## src/logic/fp16Pkg.sv

```systemverilog
package fp16Pkg;

	// binary16 field layout
	localparam int EXP_W    = 5;
	localparam int FRAC_W   = 10;
	localparam int DATA_W   = 16;
	localparam int EXP_BIAS = 15;

	localparam int SIG_W  = FRAC_W + 1;  // Significand with hidden bit
	localparam int PROD_W = 2 * SIG_W;   // Full significand product
	localparam int EXPS_W = EXP_W + 2;   // Signed exponent, room for over/underrun

	localparam int EXP_MAX = (1 << EXP_W) - 2;  // Largest finite biased exponent

	// Exception flag vector
	localparam int FLAG_W         = 5;
	localparam int FLAG_INVALID   = 4;
	localparam int FLAG_OVERFLOW  = 3;
	localparam int FLAG_UNDERFLOW = 2;
	localparam int FLAG_INEXACT   = 1;
	localparam int FLAG_NAN_IN    = 0;

	localparam logic [DATA_W-1:0] QNAN = 16'h7e00;

	// APB register map
	typedef enum logic [4:0] {
		REG_OPA    = 5'h00,
		REG_OPB    = 5'h04,
		REG_CMD    = 5'h08,
		REG_STATUS = 5'h0C,
		REG_RESULT = 5'h10
	} regAddr_t;

	// APB transfer phases
	typedef enum logic [1:0] {
		APB_IDLE,
		APB_SETUP,
		APB_ACCESS
	} apbState_t;

endpackage

```

## src/logic/fpStageIf.sv

```systemverilog
`timescale 1ns/1ns

// Stage 1 to stage 2 pipeline register contents
interface fpStageIf import fp16Pkg::*; ();

	logic                     valid;
	logic                     sign;     // XOR of operand signs
	logic signed [EXPS_W-1:0] expSum;   // Biased product exponent, before normalize
	logic [PROD_W-1:0]        product;  // Zero when either operand is zero
	logic                     special;  // Result is NaN or infinity
	logic [FLAG_W-1:0]        flagsIn;  // Invalid and nan-in from classification

	modport prep (
		output valid,
		output sign,
		output expSum,
		output product,
		output special,
		output flagsIn
	);

	modport round (
		input valid,
		input sign,
		input expSum,
		input product,
		input special,
		input flagsIn
	);

endinterface

```

## src/logic/fp16MulUnit.sv

```systemverilog
`timescale 1ns/1ns

module fp16MulUnit import fp16Pkg::*; #(
	parameter int QUEUE_DEPTH = 4  // Power of two, 2 to 8
) (
	input  logic        clk,
	input  logic        rst,
	input  logic        psel,
	input  logic        penable,
	input  logic        pwrite,
	input  logic [4:0]  paddr,
	input  logic [31:0] pwdata,
	output logic [31:0] prdata,
	output logic        pready,
	output logic        pslverr
);

	logic              launch;
	logic [DATA_W-1:0] opA;
	logic [DATA_W-1:0] opB;
	logic              resValid;
	logic [DATA_W-1:0] result;
	logic [FLAG_W-1:0] flags;

	fpStageIf stage ();  // Stage 1 -> stage 2

	fpMulCtrl #(
		.QUEUE_DEPTH(QUEUE_DEPTH)
	) ctrl (
		.clk      (clk),
		.rst      (rst),
		.psel     (psel),
		.penable  (penable),
		.pwrite   (pwrite),
		.paddr    (paddr),
		.pwdata   (pwdata),
		.prdata   (prdata),
		.pready   (pready),
		.pslverr  (pslverr),
		.resValid (resValid),
		.result   (result),
		.flags    (flags),
		.launch   (launch),
		.opA      (opA),
		.opB      (opB)
	);

	fpMulPrep prep (
		.clk    (clk),
		.rst    (rst),
		.launch (launch),
		.opA    (opA),
		.opB    (opB),
		.st     (stage.prep)
	);

	fpMulNormRound normRound (
		.clk      (clk),
		.rst      (rst),
		.st       (stage.round),
		.resValid (resValid),
		.result   (result),
		.flags    (flags)
	);

endmodule

```

## src/logic/fpMulCtrl.sv

```systemverilog
`timescale 1ns/1ns

module fpMulCtrl import fp16Pkg::*; #(
	parameter int QUEUE_DEPTH = 4
) (
	input  logic              clk,
	input  logic              rst,
	input  logic              psel,
	input  logic              penable,
	input  logic              pwrite,
	input  logic [4:0]        paddr,
	input  logic [31:0]       pwdata,
	output logic [31:0]       prdata,
	output logic              pready,
	output logic              pslverr,
	input  logic              resValid,
	input  logic [DATA_W-1:0] result,
	input  logic [FLAG_W-1:0] flags,
	output logic              launch,
	output logic [DATA_W-1:0] opA,
	output logic [DATA_W-1:0] opB
);

	localparam int PTR_W   = $clog2(QUEUE_DEPTH);
	localparam int CNT_W   = PTR_W + 1;
	localparam int ENTRY_W = FLAG_W + DATA_W;

	apbState_t apbState;
	apbState_t apbNext;
	logic      access;

	logic wrOpA;
	logic wrOpB;
	logic launchReq;
	logic popReq;

	logic [ENTRY_W-1:0] queueMem [QUEUE_DEPTH];  // {flags, result}
	logic [PTR_W-1:0]   wrPtr;
	logic [PTR_W-1:0]   rdPtr;
	logic [CNT_W-1:0]   count;     // Results stored
	logic [CNT_W-1:0]   inFlight;  // Launched, not yet stored
	logic [CNT_W:0]     reserved;
	logic               hasRoom;
	logic               full;
	logic [3:0]         statusCnt;

	assign pready = 1'b1;  // Zero wait states

	// Phase tracker
	always_comb begin
		if (!psel)
			apbNext = APB_IDLE;
		else if (!penable)
			apbNext = APB_SETUP;
		else
			apbNext = APB_ACCESS;
	end

	always_ff @(posedge clk) begin
		if (rst)
			apbState <= APB_IDLE;
		else
			apbState <= apbNext;
	end

	// Access only counts after a setup cycle
	assign access = psel & penable & (apbState == APB_SETUP);

	// Every slot is either stored or promised to an in-flight launch
	assign reserved  = {1'b0, count} + {1'b0, inFlight};
	assign hasRoom   = reserved < (CNT_W + 1)'(QUEUE_DEPTH);
	assign full      = count == CNT_W'(QUEUE_DEPTH);
	assign statusCnt = 4'(count);

	// Register decode, read mux and error response
	always_comb begin
		wrOpA     = 1'b0;
		wrOpB     = 1'b0;
		launchReq = 1'b0;
		popReq    = 1'b0;
		prdata    = '0;
		pslverr   = 1'b0;
		if (access) begin
			case (regAddr_t'(paddr))
				REG_OPA: begin
					if (pwrite)
						wrOpA = 1'b1;
					else
						prdata = 32'(opA);
				end
				REG_OPB: begin
					if (pwrite)
						wrOpB = 1'b1;
					else
						prdata = 32'(opB);
				end
				REG_CMD: begin
					if (pwrite && pwdata[0]) begin
						if (hasRoom)
							launchReq = 1'b1;
						else
							pslverr = 1'b1;  // Back-pressure, launch dropped
					end
				end
				REG_STATUS: begin
					if (pwrite)
						pslverr = 1'b1;  // Read only
					else
						prdata = {26'b0, inFlight != '0, full, statusCnt};
				end
				REG_RESULT: begin
					if (pwrite || count == '0) begin
						pslverr = 1'b1;  // Read only, or nothing to pop
					end else begin
						prdata = 32'(queueMem[rdPtr]);
						popReq = 1'b1;
					end
				end
				default: pslverr = 1'b1;  // Unmapped
			endcase
		end
	end

	// Operand registers and launch strobe
	always_ff @(posedge clk) begin
		if (rst) begin
			opA    <= '0;
			opB    <= '0;
			launch <= 1'b0;
		end else begin
			if (wrOpA)
				opA <= pwdata[DATA_W-1:0];
			if (wrOpB)
				opB <= pwdata[DATA_W-1:0];
			launch <= launchReq;  // One cycle pulse into stage 1
		end
	end

	// Result storage, slot already reserved at launch
	always_ff @(posedge clk) begin
		if (resValid)
			queueMem[wrPtr] <= {flags, result};
	end

	always_ff @(posedge clk) begin
		if (rst) begin
			wrPtr    <= '0;
			rdPtr    <= '0;
			count    <= '0;
			inFlight <= '0;
		end else begin
			if (resValid)
				wrPtr <= wrPtr + 1'b1;  // Wraps, depth is a power of two
			if (popReq)
				rdPtr <= rdPtr + 1'b1;
			count    <= count + CNT_W'(resValid) - CNT_W'(popReq);
			inFlight <= inFlight + CNT_W'(launchReq) - CNT_W'(resValid);
		end
	end

endmodule

```

## src/logic/fpMulNormRound.sv

```systemverilog
`timescale 1ns/1ns

module fpMulNormRound import fp16Pkg::*; (
	input  logic              clk,
	input  logic              rst,
	fpStageIf.round           st,
	output logic              resValid,
	output logic [DATA_W-1:0] result,
	output logic [FLAG_W-1:0] flags
);

	logic [PROD_W-1:0]        norm;     // Leading one at the top
	logic [SIG_W-1:0]         sig;
	logic                     guard;
	logic                     sticky;
	logic                     roundUp;
	logic [SIG_W:0]           sigRnd;   // Extra bit catches carry out
	logic                     carry;
	logic [FRAC_W-1:0]        fracFinal;
	logic signed [EXPS_W-1:0] expNorm;
	logic signed [EXPS_W-1:0] expFinal;
	logic                     inexact;
	logic [DATA_W-1:0]        resNext;
	logic [FLAG_W-1:0]        flagsNext;

	// Product lies in [1,4) and a set top bit means [2,4)
	assign norm    = st.product[PROD_W-1] ? st.product : st.product << 1;
	assign expNorm = st.expSum + $signed({{(EXPS_W-1){1'b0}}, st.product[PROD_W-1]});

	assign sig    = norm[PROD_W-1 -: SIG_W];
	assign guard  = norm[PROD_W-1-SIG_W];
	assign sticky = |norm[PROD_W-2-SIG_W:0];

	// Nearest even
	assign roundUp = guard & (sticky | sig[0]);
	assign sigRnd  = {1'b0, sig} + (SIG_W + 1)'(roundUp);
	assign carry   = sigRnd[SIG_W];  // 1.111.. rounded up to 10.000..

	assign fracFinal = sigRnd[FRAC_W-1:0];  // Already zero after a carry out
	assign expFinal  = expNorm + $signed({{(EXPS_W-1){1'b0}}, carry});
	assign inexact   = guard | sticky;

	// Special cases ahead of range checks on the rounded exponent
	always_comb begin
		flagsNext = st.flagsIn;
		if (st.flagsIn[FLAG_INVALID]) begin
			resNext = QNAN;
		end else if (st.special) begin
			resNext = {st.sign, {EXP_W{1'b1}}, {FRAC_W{1'b0}}};  // Inf times nonzero
		end else if (st.product == '0) begin
			resNext = {st.sign, {(DATA_W-1){1'b0}}};  // Exact zero without flags
		end else if (expFinal > EXPS_W'(EXP_MAX)) begin
			resNext = {st.sign, {EXP_W{1'b1}}, {FRAC_W{1'b0}}};
			flagsNext[FLAG_OVERFLOW] = 1'b1;
			flagsNext[FLAG_INEXACT]  = 1'b1;
		end else if (expFinal < EXPS_W'(1)) begin
			resNext = {st.sign, {(DATA_W-1){1'b0}}};  // No subnormal outputs
			flagsNext[FLAG_UNDERFLOW] = 1'b1;
			flagsNext[FLAG_INEXACT]   = 1'b1;
		end else begin
			resNext = {st.sign, expFinal[EXP_W-1:0], fracFinal};
			flagsNext[FLAG_INEXACT] = inexact;
		end
	end

	always_ff @(posedge clk) begin
		if (rst)
			resValid <= 1'b0;
		else
			resValid <= st.valid;
	end

	always_ff @(posedge clk) begin
		if (st.valid) begin
			result <= resNext;
			flags  <= flagsNext;
		end
	end

endmodule

```

## src/logic/fpMulPrep.sv

```systemverilog
`timescale 1ns/1ns

module fpMulPrep import fp16Pkg::*; (
	input  logic              clk,
	input  logic              rst,
	input  logic              launch,
	input  logic [DATA_W-1:0] opA,
	input  logic [DATA_W-1:0] opB,
	fpStageIf.prep            st
);

	logic [EXP_W-1:0]  expA, expB;
	logic [FRAC_W-1:0] fracA, fracB;
	logic              zeroA, zeroB;  // Zero or subnormal
	logic              infA, infB;
	logic              nanA, nanB;
	logic [SIG_W-1:0]  sigA, sigB;
	logic              invalid;
	logic signed [EXPS_W-1:0] expSum;

	// Field split
	assign expA  = opA[DATA_W-2 -: EXP_W];
	assign expB  = opB[DATA_W-2 -: EXP_W];
	assign fracA = opA[FRAC_W-1:0];
	assign fracB = opB[FRAC_W-1:0];

	// Classification
	assign zeroA = expA == '0;  // Denormals flushed here
	assign zeroB = expB == '0;
	assign nanA  = (&expA) & (|fracA);
	assign nanB  = (&expB) & (|fracB);
	assign infA  = (&expA) & ~(|fracA);
	assign infB  = (&expB) & ~(|fracB);

	assign invalid = nanA | nanB | (infA & zeroB) | (infB & zeroA);

	// Hidden bit cleared for zero, so the product comes out zero
	assign sigA = zeroA ? '0 : {1'b1, fracA};
	assign sigB = zeroB ? '0 : {1'b1, fracB};

	// ea + eb - bias
	assign expSum = $signed({2'b00, expA}) + $signed({2'b00, expB})
		- EXPS_W'(EXP_BIAS);

	always_ff @(posedge clk) begin
		if (rst)
			st.valid <= 1'b0;
		else
			st.valid <= launch;
	end

	// Payload only loads on a launch
	always_ff @(posedge clk) begin
		if (launch) begin
			st.sign    <= opA[DATA_W-1] ^ opB[DATA_W-1];
			st.expSum  <= expSum;
			st.product <= sigA * sigB;  // 11x11 -> 22 bits
			st.special <= nanA | nanB | infA | infB;
			st.flagsIn <= '0;
			st.flagsIn[FLAG_INVALID] <= invalid;
			st.flagsIn[FLAG_NAN_IN]  <= nanA | nanB;
		end
	end

endmodule

```

## config.mk

```make
export PLATFORM = sky130hd
export DESIGN_NAME = fp16MulUnit
export DESIGN_NICKNAME = d
export VERILOG_FILES = /design/src/logic/fp16Pkg.sv /design/src/logic/fpStageIf.sv /design/src/logic/fp16MulUnit.sv /design/src/logic/fpMulCtrl.sv /design/src/logic/fpMulNormRound.sv /design/src/logic/fpMulPrep.sv
export SDC_FILE = /design/constraint.sdc
export NUM_CORES = 1
export LEC_CHECK = 0
export ABC_AREA = 1
export BUFFER_PORTS_ARGS = -buffer_cell sky130_fd_sc_hd__buf_2
export CORE_MARGIN = 2
export CORE_UTILIZATION = 60
export CTS_CLUSTER_DIAMETER = 60
export DETAILED_ROUTE_END_ITERATION = 7
export GPL_ROUTABILITY_DRIVEN = 0
export PLACE_DENSITY = 0.79
export SLEW_MARGIN = 10
export SYNTH_ARGS = -nofsm -noshare
export SYNTH_HDL_FRONTEND = slang
export SYNTH_SLANG_ARGS = --single-unit
```

## constraint.sdc

```tcl
create_clock -name clk -period 10 [get_ports clk]
set_clock_uncertainty 0.2 [all_clocks]
set_input_delay 2 -clock clk [delete_from_list [all_inputs] [get_ports clk]]
set_output_delay 2 -clock clk [all_outputs]
set_load 0.02 [all_outputs]
```

### Yosys cells after proc, flatten, opt, wreduce, memory -nomap -nowiden

Memories as Yosys holds them, arrays and structs flattened. A register that Yosys moved wholly into a read port is not among the register bits.
Index checks and enable logic that the tools add are counted.

* register bits: 101
* latch bits: 0
* bits in writable memories: 84
* bits in read-only memories: 0
* output and inout port bits: 34
* memories kept: 1

* $add $sub $neg: 12
* $mul: 1
* divide/modulo/power cells: 0
* order comparisons: 3
* equal/unequal tests: 6
* shifts and indexed selects: 0
* muxes and demuxes: 39
* bitwise operators: 20
* reductions and logical operators: 19

Memories
* ctrl.queueMem: depth 4, bits a word 21, read ports 1, clocked after memory_dff 1, wr ports 1, RTL line fpMulCtrl.sv:37 `logic [ENTRY_W-1:0] queueMem [QUEUE_DEPTH];`

Operators by type and width (count)
* $pmux W32 S4: 1
* $mux W15: 3
* $mux W16: 2
* $mux W32: 1
* $reduce_or A10 Y1: 3
* $logic_not A22 Y1: 1
* $mul A11 B11 Y22: 1
* $mux W1: 22
* $mux W11: 2
* $mux W22: 1
* $mux W21: 1
* $logic_not A5 Y1: 3
* $add A7 B2 Y7: 2
* $add A11 B1 Y12: 1
* $eq A5 B4 Y1 const B: 2
* $mux W10: 1
* $reduce_and A5 Y1: 2
* $and A1 B1 Y1: 9
* $gt A7 B6 Y1 const B: 1
* $lt A7 B2 Y1 const B: 1
* $or A1 B1 Y1: 7
* $sub A7 B5 Y7 const B: 1
* $add A3 B1 Y3: 2
* $add A5 B5 Y6: 1
* other kinds (21): 29

### Depth between registers and ports, before layout

Gate-level depths: netlist of run 1.

* depth in word-level cells: 11
* gate-level depth with buffers: 27

### Modules after synthesis

From an unflattened synthesis of run 1, not the netlist that was laid out.

* cells, all modules: 1523
* area total of the unflattened synthesis: 13252.7 µm²

Modules (own cells, without submodules)
* fpMulCtrl: instances 1, cells an instance 629, area an instance 5848.1 µm², seq. area each 3463.3 µm²
* fpMulPrep: instances 1, cells an instance 677, area an instance 5755.5 µm², seq. area each 1011.0 µm²
* fpMulNormRound: instances 1, cells an instance 217, area an instance 1649.1 µm², seq. area each 650.6 µm²

### Worst setup path after synthesis of run 1

OpenSTA, ideal clock, no wires.

* path kind: input-to-output
* start point: in paddr[1]
* end point: out prdata[19]
* arrival: 3.138 ns
* data required time: 7.800 ns
* path slack: 4.662 ns
* cell stages on the path: 6
* cells stage by stage: nor2_4 nand3_1 nor2_2 nand2_1 nor2_4 a21boi_0

* longest elaborated chain between the ends: 3
* elaborated cells on any way between the ends: 6

Ends and longest elaborated chain
* from (decl): RTL line fp16MulUnit.sv:11 `input logic [4:0] paddr,`
* $eq A5 B5 Y1 (tied with other cells): RTL line fpMulCtrl.sv:84 `case (regAddr_t'(paddr))`
* $pmux W32 S4 *: RTL line fpMulCtrl.sv:84
* $mux W32 *: RTL line fpMulCtrl.sv:83 `if (access) begin`
* to (decl): RTL line fp16MulUnit.sv:13 `output logic [31:0] prdata,`

Every way passes the cells marked *; elsewhere a longest branch is shown, timed or not.

### Worst setup path after layout of run 1

* start point: reg ctrl.opB[11]
* end point: reg prep.st.product[16], data pin

* longest elaborated chain between the ends: 3

Ends and longest elaborated chain
* from (decl): RTL line fpMulCtrl.sv:21 `output logic [DATA_W-1:0] opB`
* from (signal assigned): RTL line fpMulCtrl.sv:134 `opB <= pwdata[DATA_W-1:0];`
* $logic_not A5 Y1: RTL line fpMulPrep.sv:29 `assign zeroB = expB == '0;`
* $mux W11: RTL line fpMulPrep.sv:39 `assign sigB = zeroB ? '0 : {1'b1, fracB};`
* $mul A11 B11 Y22: RTL line fpMulPrep.sv:57 `st.product <= sigA * sigB;`
* to (signal assigned): RTL line fpMulPrep.sv:57
* to (decl): RTL line fpStageIf.sv:17 `output product,`

No other way between the ends.
A chain may end at the register's enable or synchronous reset.

==> flow_summary.yaml, run 1 <==
cells_and_area:
  diodes: 0
  syn_to_final_growth_pct: 7.60
  stdcell_count: 1736
  nets: 1652
  drive_above_1_share_pct: 8.56
cts:
  clk_pin_slew_worst_paths_ps: 70
  post_cts_buffers: 0
  h-tree-depth: 4
  cts_num_sinks: 187
  clk_latency_ps: 430
  cts_inserted_buffers: 17
  cts_hold_buf: 0
  cts_resized: 0
  cts.path.max_buffers: 2
  cts-root-buf: "clkbuf_16"
  cts_tree: "built"
synth:
  ys_top_cells_by_area: "edfxtp_1 33%, fa_1 13%, dfxtp_1 7.7%, ha_1 7.7%, nor2_1 7.5%"
  synth_top_cell_area_share_pct: 32.7
  ys_seq_area_share_pct: 40.4
  yosysUniqueCellTypes: 48
  ys_seq_elements: 187
  syn-cell-area_sq_mm: 0.0127
  yosysWarnings: 0
  yosysTopAreaCell: "edfxtp_1"
  synth_cells: 1412
  avgSynthCellArea_sq_um: 8.99
grt:
  grt_max_degree: 49
  grt.total_usage_pct: 26.9
  antenna_found_initial: 0
  grt_pass1_wl_microns: 46300
  overflow: 0
  first_global_vias: 9503
critical_path:
  critPathTopFamily: "adder cells"
  worstSetupPathDepth: 21
  worstReg2RegEnd: "prep.st.product[16]"
  crit_arrival_ps: 6480
  start_kind: "flop"
  r2r_slack_ps: 3510
  end_kind: "flop"
  rr_startpoint: "ctrl.opB[11]"
  slowest_stage: "nor2_1"
  crit_chain: "nor2_1 > nand4_1 > nand2_1 > nor2_1 > inv_1 > nor2_1 > fa_1 > fa_1 > fa_1 > fa_1 > inv_1 > fa_1 > inv_1 > ha_1 > a21o_1 > a31oi_1 > nand3_1 > nand2_1 > nand2_1 > nand2_1 > nand2_1"
  crit_fanout: 11
  max_stage_delay_ps: 650
  startpoint: "ctrl.opB[11]"
  path_buf_inv: 3
  critPathRequiredTime_ps: 9990
  worst_r2r_path_depth: 21
  crit_end: "prep.st.product[16]"
  critPathKind: "flop to flop"
sta:
  maxSlewViolCount: 0
  finalHoldViolCount: 0
  setup-violations-final: 0
  max_freq_mhz: 154
  worstMarginPinSlew_ps: 1090
  period_minus_slack_ps: 6490
  rsz0062_at_grt: "no"
  fin_crit_sh_pct: 64.9
  setup_tns_ps: 0
  slew_headroom_pct: 27.2
die:
  initial_core_util_pct: 60.8
  coreArea_sq_mm: 0.0209
  die_area_sq_mm: 0.0223
  chipHeight_microns: 149
  die_w_microns: 149
  rows: 53
  ioPinCount: 76
hold_path:
  worstHoldPathType: "flop to flop"
  hold_start: "prep.st.flagsIn[0]"
detailed_routing:
  drc: 0
  vias: 9667
  drtIter0Drc: 941
  wl_met1_microns: 11000
  dr_wl_met2_microns: 13700
  routed.top_layer: "met4"
  drt-wirelength-per-cell_microns: 16.3
  first_pass_iters: 6
  ant_nets: 0
  dr_wl_met3_microns: 2440
  wirelength_microns: 28300
  viasPerCell: 5.57
placement:
  place_hpwl_microns: 21500
  io_buffers: 47
  dp.cells: 1704
power:
  ir_worst_vdd_v: 0.000116
  powerDensity_mw_per_mm2: 110
  leakage_nw: 6.14
run_status:
  status: "complete, no violations"
run:
  cap_violations: 0
==> synth_stat cells, drive strengths merged <==
library cell	count
xnor2	9
and3b	1
a31oi	4
a32o	3
nand4	18
a21boi	1
fa	84
dfxtp	49
ha	78
nand2	237
and2	1
nand3	36
xor2	21
inv	236
edfxtp	138
o21ai	56
or2	2
nor2	263
o31ai	1
nor4	1
a211oi	23
nor3	20
o22ai	22
nor3b	5
clkbuf	13
conb	2
a41oi	1
nand3b	3
o211ai	4
a21oi	44
a21o	5
buf	31
==> how the worst min path moves through the flow <==
stage,end,cells after the start
final,normRound.flags[0],0
after global routing,normRound.flags[0],0
after CTS,normRound.flags[0],0
after detailed placement,normRound.flags[0],0
after global placement,normRound.flags[0],0
after floorplan,normRound.flags[0],0
==> power breakdown <==
part           leakage, nW  switching (mW)  internal, mW  total [mW]
Clock                0.282           0.322         0.337       0.659
Sequential            1.64        0.000206         0.821       0.821
Combinational         4.21          0.0144       0.00500      0.0194
==> cells in the final DEF (no fill, tap or decap), types with 3 or more instances in the layout <==
master,n
a32o_1,3
nand3b_1,3
clkinv_8,3
conb_1,12
clkbuf_16,17
ha_1,78
inv_1,228
o21ai_1,5
edfxtp_1,138
a31oi_1,4
inv_8,4
fa_1,84
nor2_2,6
o21ai_0,49
o211ai_1,4
inv_6,4
o22ai_1,22
nor2_4,5
nor3_1,18
dfxtp_1,49
nand2_2,8
xnor2_1,9
nor3b_1,4
nand2_1,223
nand4_1,17
a21o_1,5
nand3_1,35
buf_4,4
nand2_4,6
xor2_1,21
nor2_1,252
a21oi_1,44
a211oi_1,23
buf_2,47
inv_2,7
==> cells by family after synthesis <==
group,Yosys count,synth area share [%]
AO/OA/AOI/OAI,164,7.60
XOR/XNOR,30,2.07
adder cells (fa/ha/maj),162,20.9
buffers and inverters,280,9.14
flip-flops,187,40.4
other,2,0.0592
AND/OR/NAND/NOR,587,19.8
==> flip-flops by register name (all words and copies together) (netlist names), 2 cells and up, named ones only <==
| register | count |
|---|---|
| ctrl.count | 3 |
| ctrl.queueMem | 84 |
| ctrl.opA | 16 |
| prep.st.expSum | 7 |
| ctrl.inFlight | 3 |
| ctrl.wrPtr | 2 |
| prep.st.product | 22 |
| ctrl.rdPtr | 2 |
| normRound.flags | 5 |
| normRound.result | 16 |
| prep.st.flagsIn | 2 |
| ctrl.apbState | 2 |
| ctrl.opB | 16 |
==> metrics by stage <==
stage / util, % / worst slack [ps] / power, mW / cell area [sq um] / hold slack [ps]
floorplan: - / 4660 / 0.853 / 12700 / 200
detailed placement: 62.6 / 3650 / 0.858 / 13100 / 266
finish: 65.4 / 3510 / 1.50 / 13700 / 273
global route: 65.4 / 3150 / 1.54 / 13700 / 269
CTS: 65.4 / 3640 / 1.50 / 13700 / 275
global placement: 62.6 / 3770 / 0.858 / 13100 / 257
==> layout make-up <==
| type | instances | area, sq um |
|---|---|---|
| fillers | 1648 | 7230 |
| flip-flops and latches | 187 | 5120 |
| clock buffers | 17 | 425 |
| clock inverters | 15 | 164 |
| multi-input cells | 955 | 6440 |
| inverters | 236 | 888 |
| well taps | 275 | 344 |
| repair buffers | 51 | 265 |
==> layer usage <==
| layer | GRT usage (%) | vias to the layer above |
|---|---|---|
| met2 | 45.9 | 430 |
| met1 | 33.4 | 4559 |
| met5 | 0 | - |
| li1 | - | 4599 |
| met3 | 5.67 | 79 |
| met4 | 10.9 | 0 |
Note: power is estimated with default switching activity, not from simulation.
==> inputs of run 2 (changes only) <==
Clock period 10 ns to 6.5 ns, I/O delays scaled along.
==> flow_summary.yaml, run 2 (synthesized netlist as in run 1, its figures left out) <==
run_status:
  status: "complete, no violations"
cells_and_area:
  nets: 1657
  largest_reg_flops: 84
  final_common_cell: "nor2_1"
  syn_to_final_growth_pct: 8.06
  final_area_sq_mm: 0.0137
  drive_above_1_share_pct: 8.94
  diodes: 0
  stdcell_count: 1741
  reg_top3: "ctrl.queueMem (84), prep.st.product (22)"
  regMostFlops: "ctrl.queueMem"
  final_cell_mix: "252 x nor2_1, 228 x inv_1, 223 x nand2_1"
  fillCellCount: 1652
grt:
  grt_max_degree: 49
  grt_pass1_wl_microns: 47500
  grt.total_usage_pct: 27.6
  overflow: 0
  first_global_vias: 9726
  antenna_found_initial: 0
hold_path:
  worstHoldPathType: "flop to flop"
  holdPathStages: 0
power:
  p_total_mw: 2.36
  leakage_nw: 6.18
  ir_worst_vdd_v: 0.000178
  powerDensity_mw_per_mm2: 172
sta:
  setup_tns_ps: 0
  setup-violations-final: 0
  holdWs_ps: 246
  worstMarginPinSlew_ps: 1050
  max_freq_mhz: 164
  rsz0062_at_grt: "no"
  finalHoldViolCount: 0
  fin_crit_sh_pct: 93.9
  maxSlewViolCount: 0
  period_minus_slack_ps: 6100
  slew_headroom_pct: 29.9
cts:
  post_cts_buffers: 0
  clk_latency_ps: 440
  cts-root-buf: "clkbuf_16"
  cts_tree: "built"
  cts_inserted_buffers: 17
  cts.path.max_buffers: 2
  cts_resized: 0
  cts_hold_buf: 0
  h-tree-depth: 4
  cts_num_sinks: 187
  clk_pin_slew_worst_paths_ps: 80
critical_path:
  worst_r2r_path_depth: 21
  start_kind: "flop"
  worstSetupPathDepth: 21
  end_kind: "flop"
  critPathRequiredTime_ps: 6500
  path_buf_inv: 3
  crit_arrival_ps: 6100
  crit_fanout: 7
  critPathTopFamily: "adder cells"
  slowest_stage: "nor2_1"
  critPathKind: "flop to flop"
  max_stage_delay_ps: 620
  crit_chain: "nor2_1 > nand4_1 > nand2_1 > nor2_1 > inv_1 > nor2_1 > fa_1 > fa_1 > fa_1 > fa_1 > inv_1 > fa_1 > inv_1 > ha_1 > a21o_1 > a31oi_1 > nand3_1 > nand2_1 > nand2_1 > nand2_1 > nand2_1"
detailed_routing:
  first_pass_iters: 6
  drc: 0
  drtIter0Drc: 796
  vias: 9693
  wirelength_microns: 28800
  drt-wirelength-per-cell_microns: 16.6
  viasPerCell: 5.57
  ant_nets: 0
placement:
  place_hpwl_microns: 22000
  dp.cells: 1709
  io_buffers: 47
  placed_area_sq_mm: 0.0131
die:
  initial_core_util_pct: 60.8
  die_w_microns: 149
  chipHeight_microns: 149
  ioPinCount: 76
  rows: 53
  die_area_sq_mm: 0.0223
  coreArea_sq_mm: 0.0209
run:
  cap_violations: 0
[run 2: cell count changes in the layout (fill, tap and decap cells not counted)]
cell / delta
buf_4: +5
bufinv_16: +1
clkinv_1: -1
clkinv_2: +1
clkinv_4: +1
clkinv_8: -1
clkinvlp_4: -2
inv_8: +1
[run 2: area by class of cell]
cell class / count / area [sq um] / area share [%]
well taps: 275 / 344 / 2.51
clock buffers: 17 / 425 / 3.10
multi-input cells: 955 / 6440 / 47.0
clock inverters: 15 / 184 / 1.34
flip-flops and latches: 187 / 5120 / 37.4
repair buffers: 56 / 303 / 2.21
inverters: 236 / 888 / 6.48
[run 2: power breakdown]
part	total (mW)	switching (mW)	leakage [nW]	internal (mW)
combinational	0.0300	0.0223	4.23	0.00774
sequential	1.26	0.000317	1.65	1.26
clock	1.06	0.504	0.301	0.557
total	2.36	0.527	6.18	1.83
[run 2: path summary, 6_finish.rpt]
path                            from                  end  slack, ps
hold / removal    prep.st.flagsIn[0]   normRound.flags[0]        250
hold reg to reg   prep.st.flagsIn[0]   normRound.flags[0]        250
setup reg to reg        ctrl.opB[10]  prep.st.product[16]        400
setup / recovery        ctrl.opB[10]  prep.st.product[16]        400
[run 2: through the flow]
| stage | util [%] | setup WS [ps] |
|---|---|---|
| global route | 65.6 | 71.6 |
| floorplan | - | 1210 |
| detailed placement | 62.7 | 485 |
| CTS | 65.6 | 452 |
| finish | 65.6 | 400 |
| global placement | 62.7 | 550 |
[run 2: routing by layer]
metal | part of all wire (%) | up-vias | track usage (%)
met1 | 39 | 4602 | 33.7
met2 | 49 | 407 | 46.6
li1 | - | 4606 | -
met3 | 7.7 | 78 | 6.34
met5 | 0 | - | 0
met4 | 4.4 | 0 | 13.1
==> inputs of run 3 (changes only) <==
Settings changed: GPL_TIMING_DRIVEN set to 0.
==> flow_summary.yaml, run 3 (synthesized netlist as in run 1, its figures left out) <==
cells_and_area:
  largest_reg_flops: 84
  reg_top3: "ctrl.queueMem (84), prep.st.product (22)"
  fillCellCount: 1638
  multi_input_area_sq_mm: 0.00645
  syn_to_final_growth_pct: 9.28
  final_area_sq_mm: 0.0139
  seqCellArea_sq_mm: 0.00513
  fin_util_pct: 66.4
  final_cell_mix: "249 x nor2_1, 228 x inv_1, 223 x nand2_1"
  diodes: 0
  regMostFlops: "ctrl.queueMem"
  drive_above_1_share_pct: 10.3
  final_common_cell: "nor2_1"
  nets: 1691
  stdcell_count: 1775
critical_path:
  critPathRequiredTime_ps: 6470
  start_kind: "flop"
  slowest_stage: "fa_1"
  crit_chain: "nor2_1 > nand4_2 > nand2_1 > nor2_1 > nand2_1 > fa_1 > inv_1 > fa_1 > fa_1 > fa_1 > inv_1 > fa_1 > inv_1 > ha_1 > a21o_1 > a31oi_1 > nand3_1 > nand2_1 > nand2_1 > nand2_1 > nand2_1"
  rr_startpoint: "ctrl.opA[11]"
  worst_r2r_path_depth: 21
  worstReg2RegEnd: "prep.st.product[20]"
  r2r_slack_ps: 340
  crit_fanout: 7
  critPathTopFamily: "adder cells"
  path_common_cell: "nand2_1"
  max_stage_delay_ps: 560
  end_kind: "flop"
  path_buf_inv: 3
  critPathKind: "flop to flop"
  crit_arrival_ps: 6130
hold_path:
  holdPathStages: 0
  hold_start: "prep.st.flagsIn[0]"
  hold_end: "normRound.flags[0]"
  worstHoldPathType: "flop to flop"
cts:
  cts_tree: "built"
  post_cts_buffers: 0
  cts-root-buf: "clkbuf_16"
  cts_resized: 0
  cts.path.max_buffers: 2
  clk_latency_ps: 440
  cts_num_sinks: 187
  cts_hold_buf: 0
  h-tree-depth: 4
  clk_pin_slew_worst_paths_ps: 70
  cts_inserted_buffers: 17
sta:
  slew_headroom_pct: 27.8
  maxSlewViolCount: 0
  finalHoldViolCount: 0
  rsz0062_at_grt: "no"
  setup_tns_ps: 0
  max_freq_mhz: 162
  holdWs_ps: 238
  setup_slack_ps: 336
  worstMarginPinSlew_ps: 1080
  setup-violations-final: 0
  period_minus_slack_ps: 6160
  fin_crit_sh_pct: 94.8
grt:
  overflow: 0
  antenna_found_initial: 0
  met3_usage_pct: 7.01
  grtUsageMet2_pct: 49.7
  grt_pass1_wl_microns: 50700
  grt_max_degree: 35
  top_usage_layer: "met2"
  grt.total_usage_pct: 29.5
  grt_use_met1_pct: 35.6
  first_global_vias: 10158
placement:
  place_ws_ps: 370
  place_hpwl_microns: 23500
  dp.cells: 1743
  placed_area_sq_mm: 0.0133
  io_buffers: 46
die:
  chipHeight_microns: 149
  initial_core_util_pct: 60.8
  die_area_sq_mm: 0.0223
  die_w_microns: 149
  rows: 53
  coreArea_sq_mm: 0.0209
  ioPinCount: 76
detailed_routing:
  drtIter0Drc: 859
  drc: 0
  drt-wirelength-per-cell_microns: 17.5
  viasPerCell: 5.64
  vias: 10013
  wirelength_microns: 31000
  first_pass_iters: 7
  ant_nets: 0
power:
  p_total_mw: 2.31
  switching_share_pct: 22.2
  p_seq_share_pct: 54.6
  leakage_nw: 6.27
  comb_power_share_pct: 1.6
  p_int_mw: 1.80
  ir_worst_vdd_v: 0.000192
  p_sw_mw: 0.512
  powerDensity_mw_per_mm2: 167
  clkPwrFrac_pct: 43.8
run_status:
  status: "complete, no violations"
run:
  cap_violations: 0
run 3: changes by cell type in the layout (fill, tap and decap cells not counted), sizes merged:
cell and change:
buf +21, clkbuf +15, inv -2
run 3: power by group through the flow:
stage                     Clock [mW]  Sequential (mW)  Combinational, mW
final                           1.01             1.26             0.0372
after global routing            1.06             1.26             0.0405
after CTS                       1.01             1.26             0.0367
after detailed placement           0             1.29             0.0365
after global placement             0             1.29             0.0360
after floorplan                    0             1.29             0.0220
run 3: routing by layer:
metal	share of wire, %	vias to the layer above	routed length, microns
li1	-	4682	-
met4	4.7	0	1450
met5	0	-	0
met1	39	4753	12000
met3	8.3	89	2570
met2	48	489	15000
run 3: how the worst max path moves through the flow:
stage | start | endpoint | slack [ps] | depth (start not counted)
CTS | ctrl.opA[11] | prep.st.product[20] | 340 | 21
finish | ctrl.opA[11] | prep.st.product[20] | 340 | 21
global placement | ctrl.opA[11] | prep.st.product[20] | 420 | 21
global route | ctrl.opA[11] | prep.st.product[20] | 10 | 21
detailed placement | ctrl.opA[11] | prep.st.product[20] | 370 | 21
floorplan | ctrl.opA[11] | prep.st.product[16] | 1210 | 21
run 3: layout make-up:
class	count	area share [%]
flip-flops and latches	187	37.0
well taps	275	2.48
clock inverters	13	0.884
clock buffers	19	3.13
plain buffers	44	1.96
multi-input cells	955	46.5
inverters	236	6.41
repair buffers	46	1.66
run 3: worst register-to-register path, cell delays in order, from the launching register on:
cell,delay (ps)
dfxtp_1,520
nor2_1,90
nand4_2,170
nand2_1,260
nor2_1,450
nand2_1,170
fa_1,560
inv_1,50
fa_1,520
fa_1,460
fa_1,550
inv_1,60
fa_1,530
inv_1,40
ha_1,350
a21o_1,240
a31oi_1,140
nand3_1,180
nand2_1,130
nand2_1,60
nand2_1,60
nand2_1,80
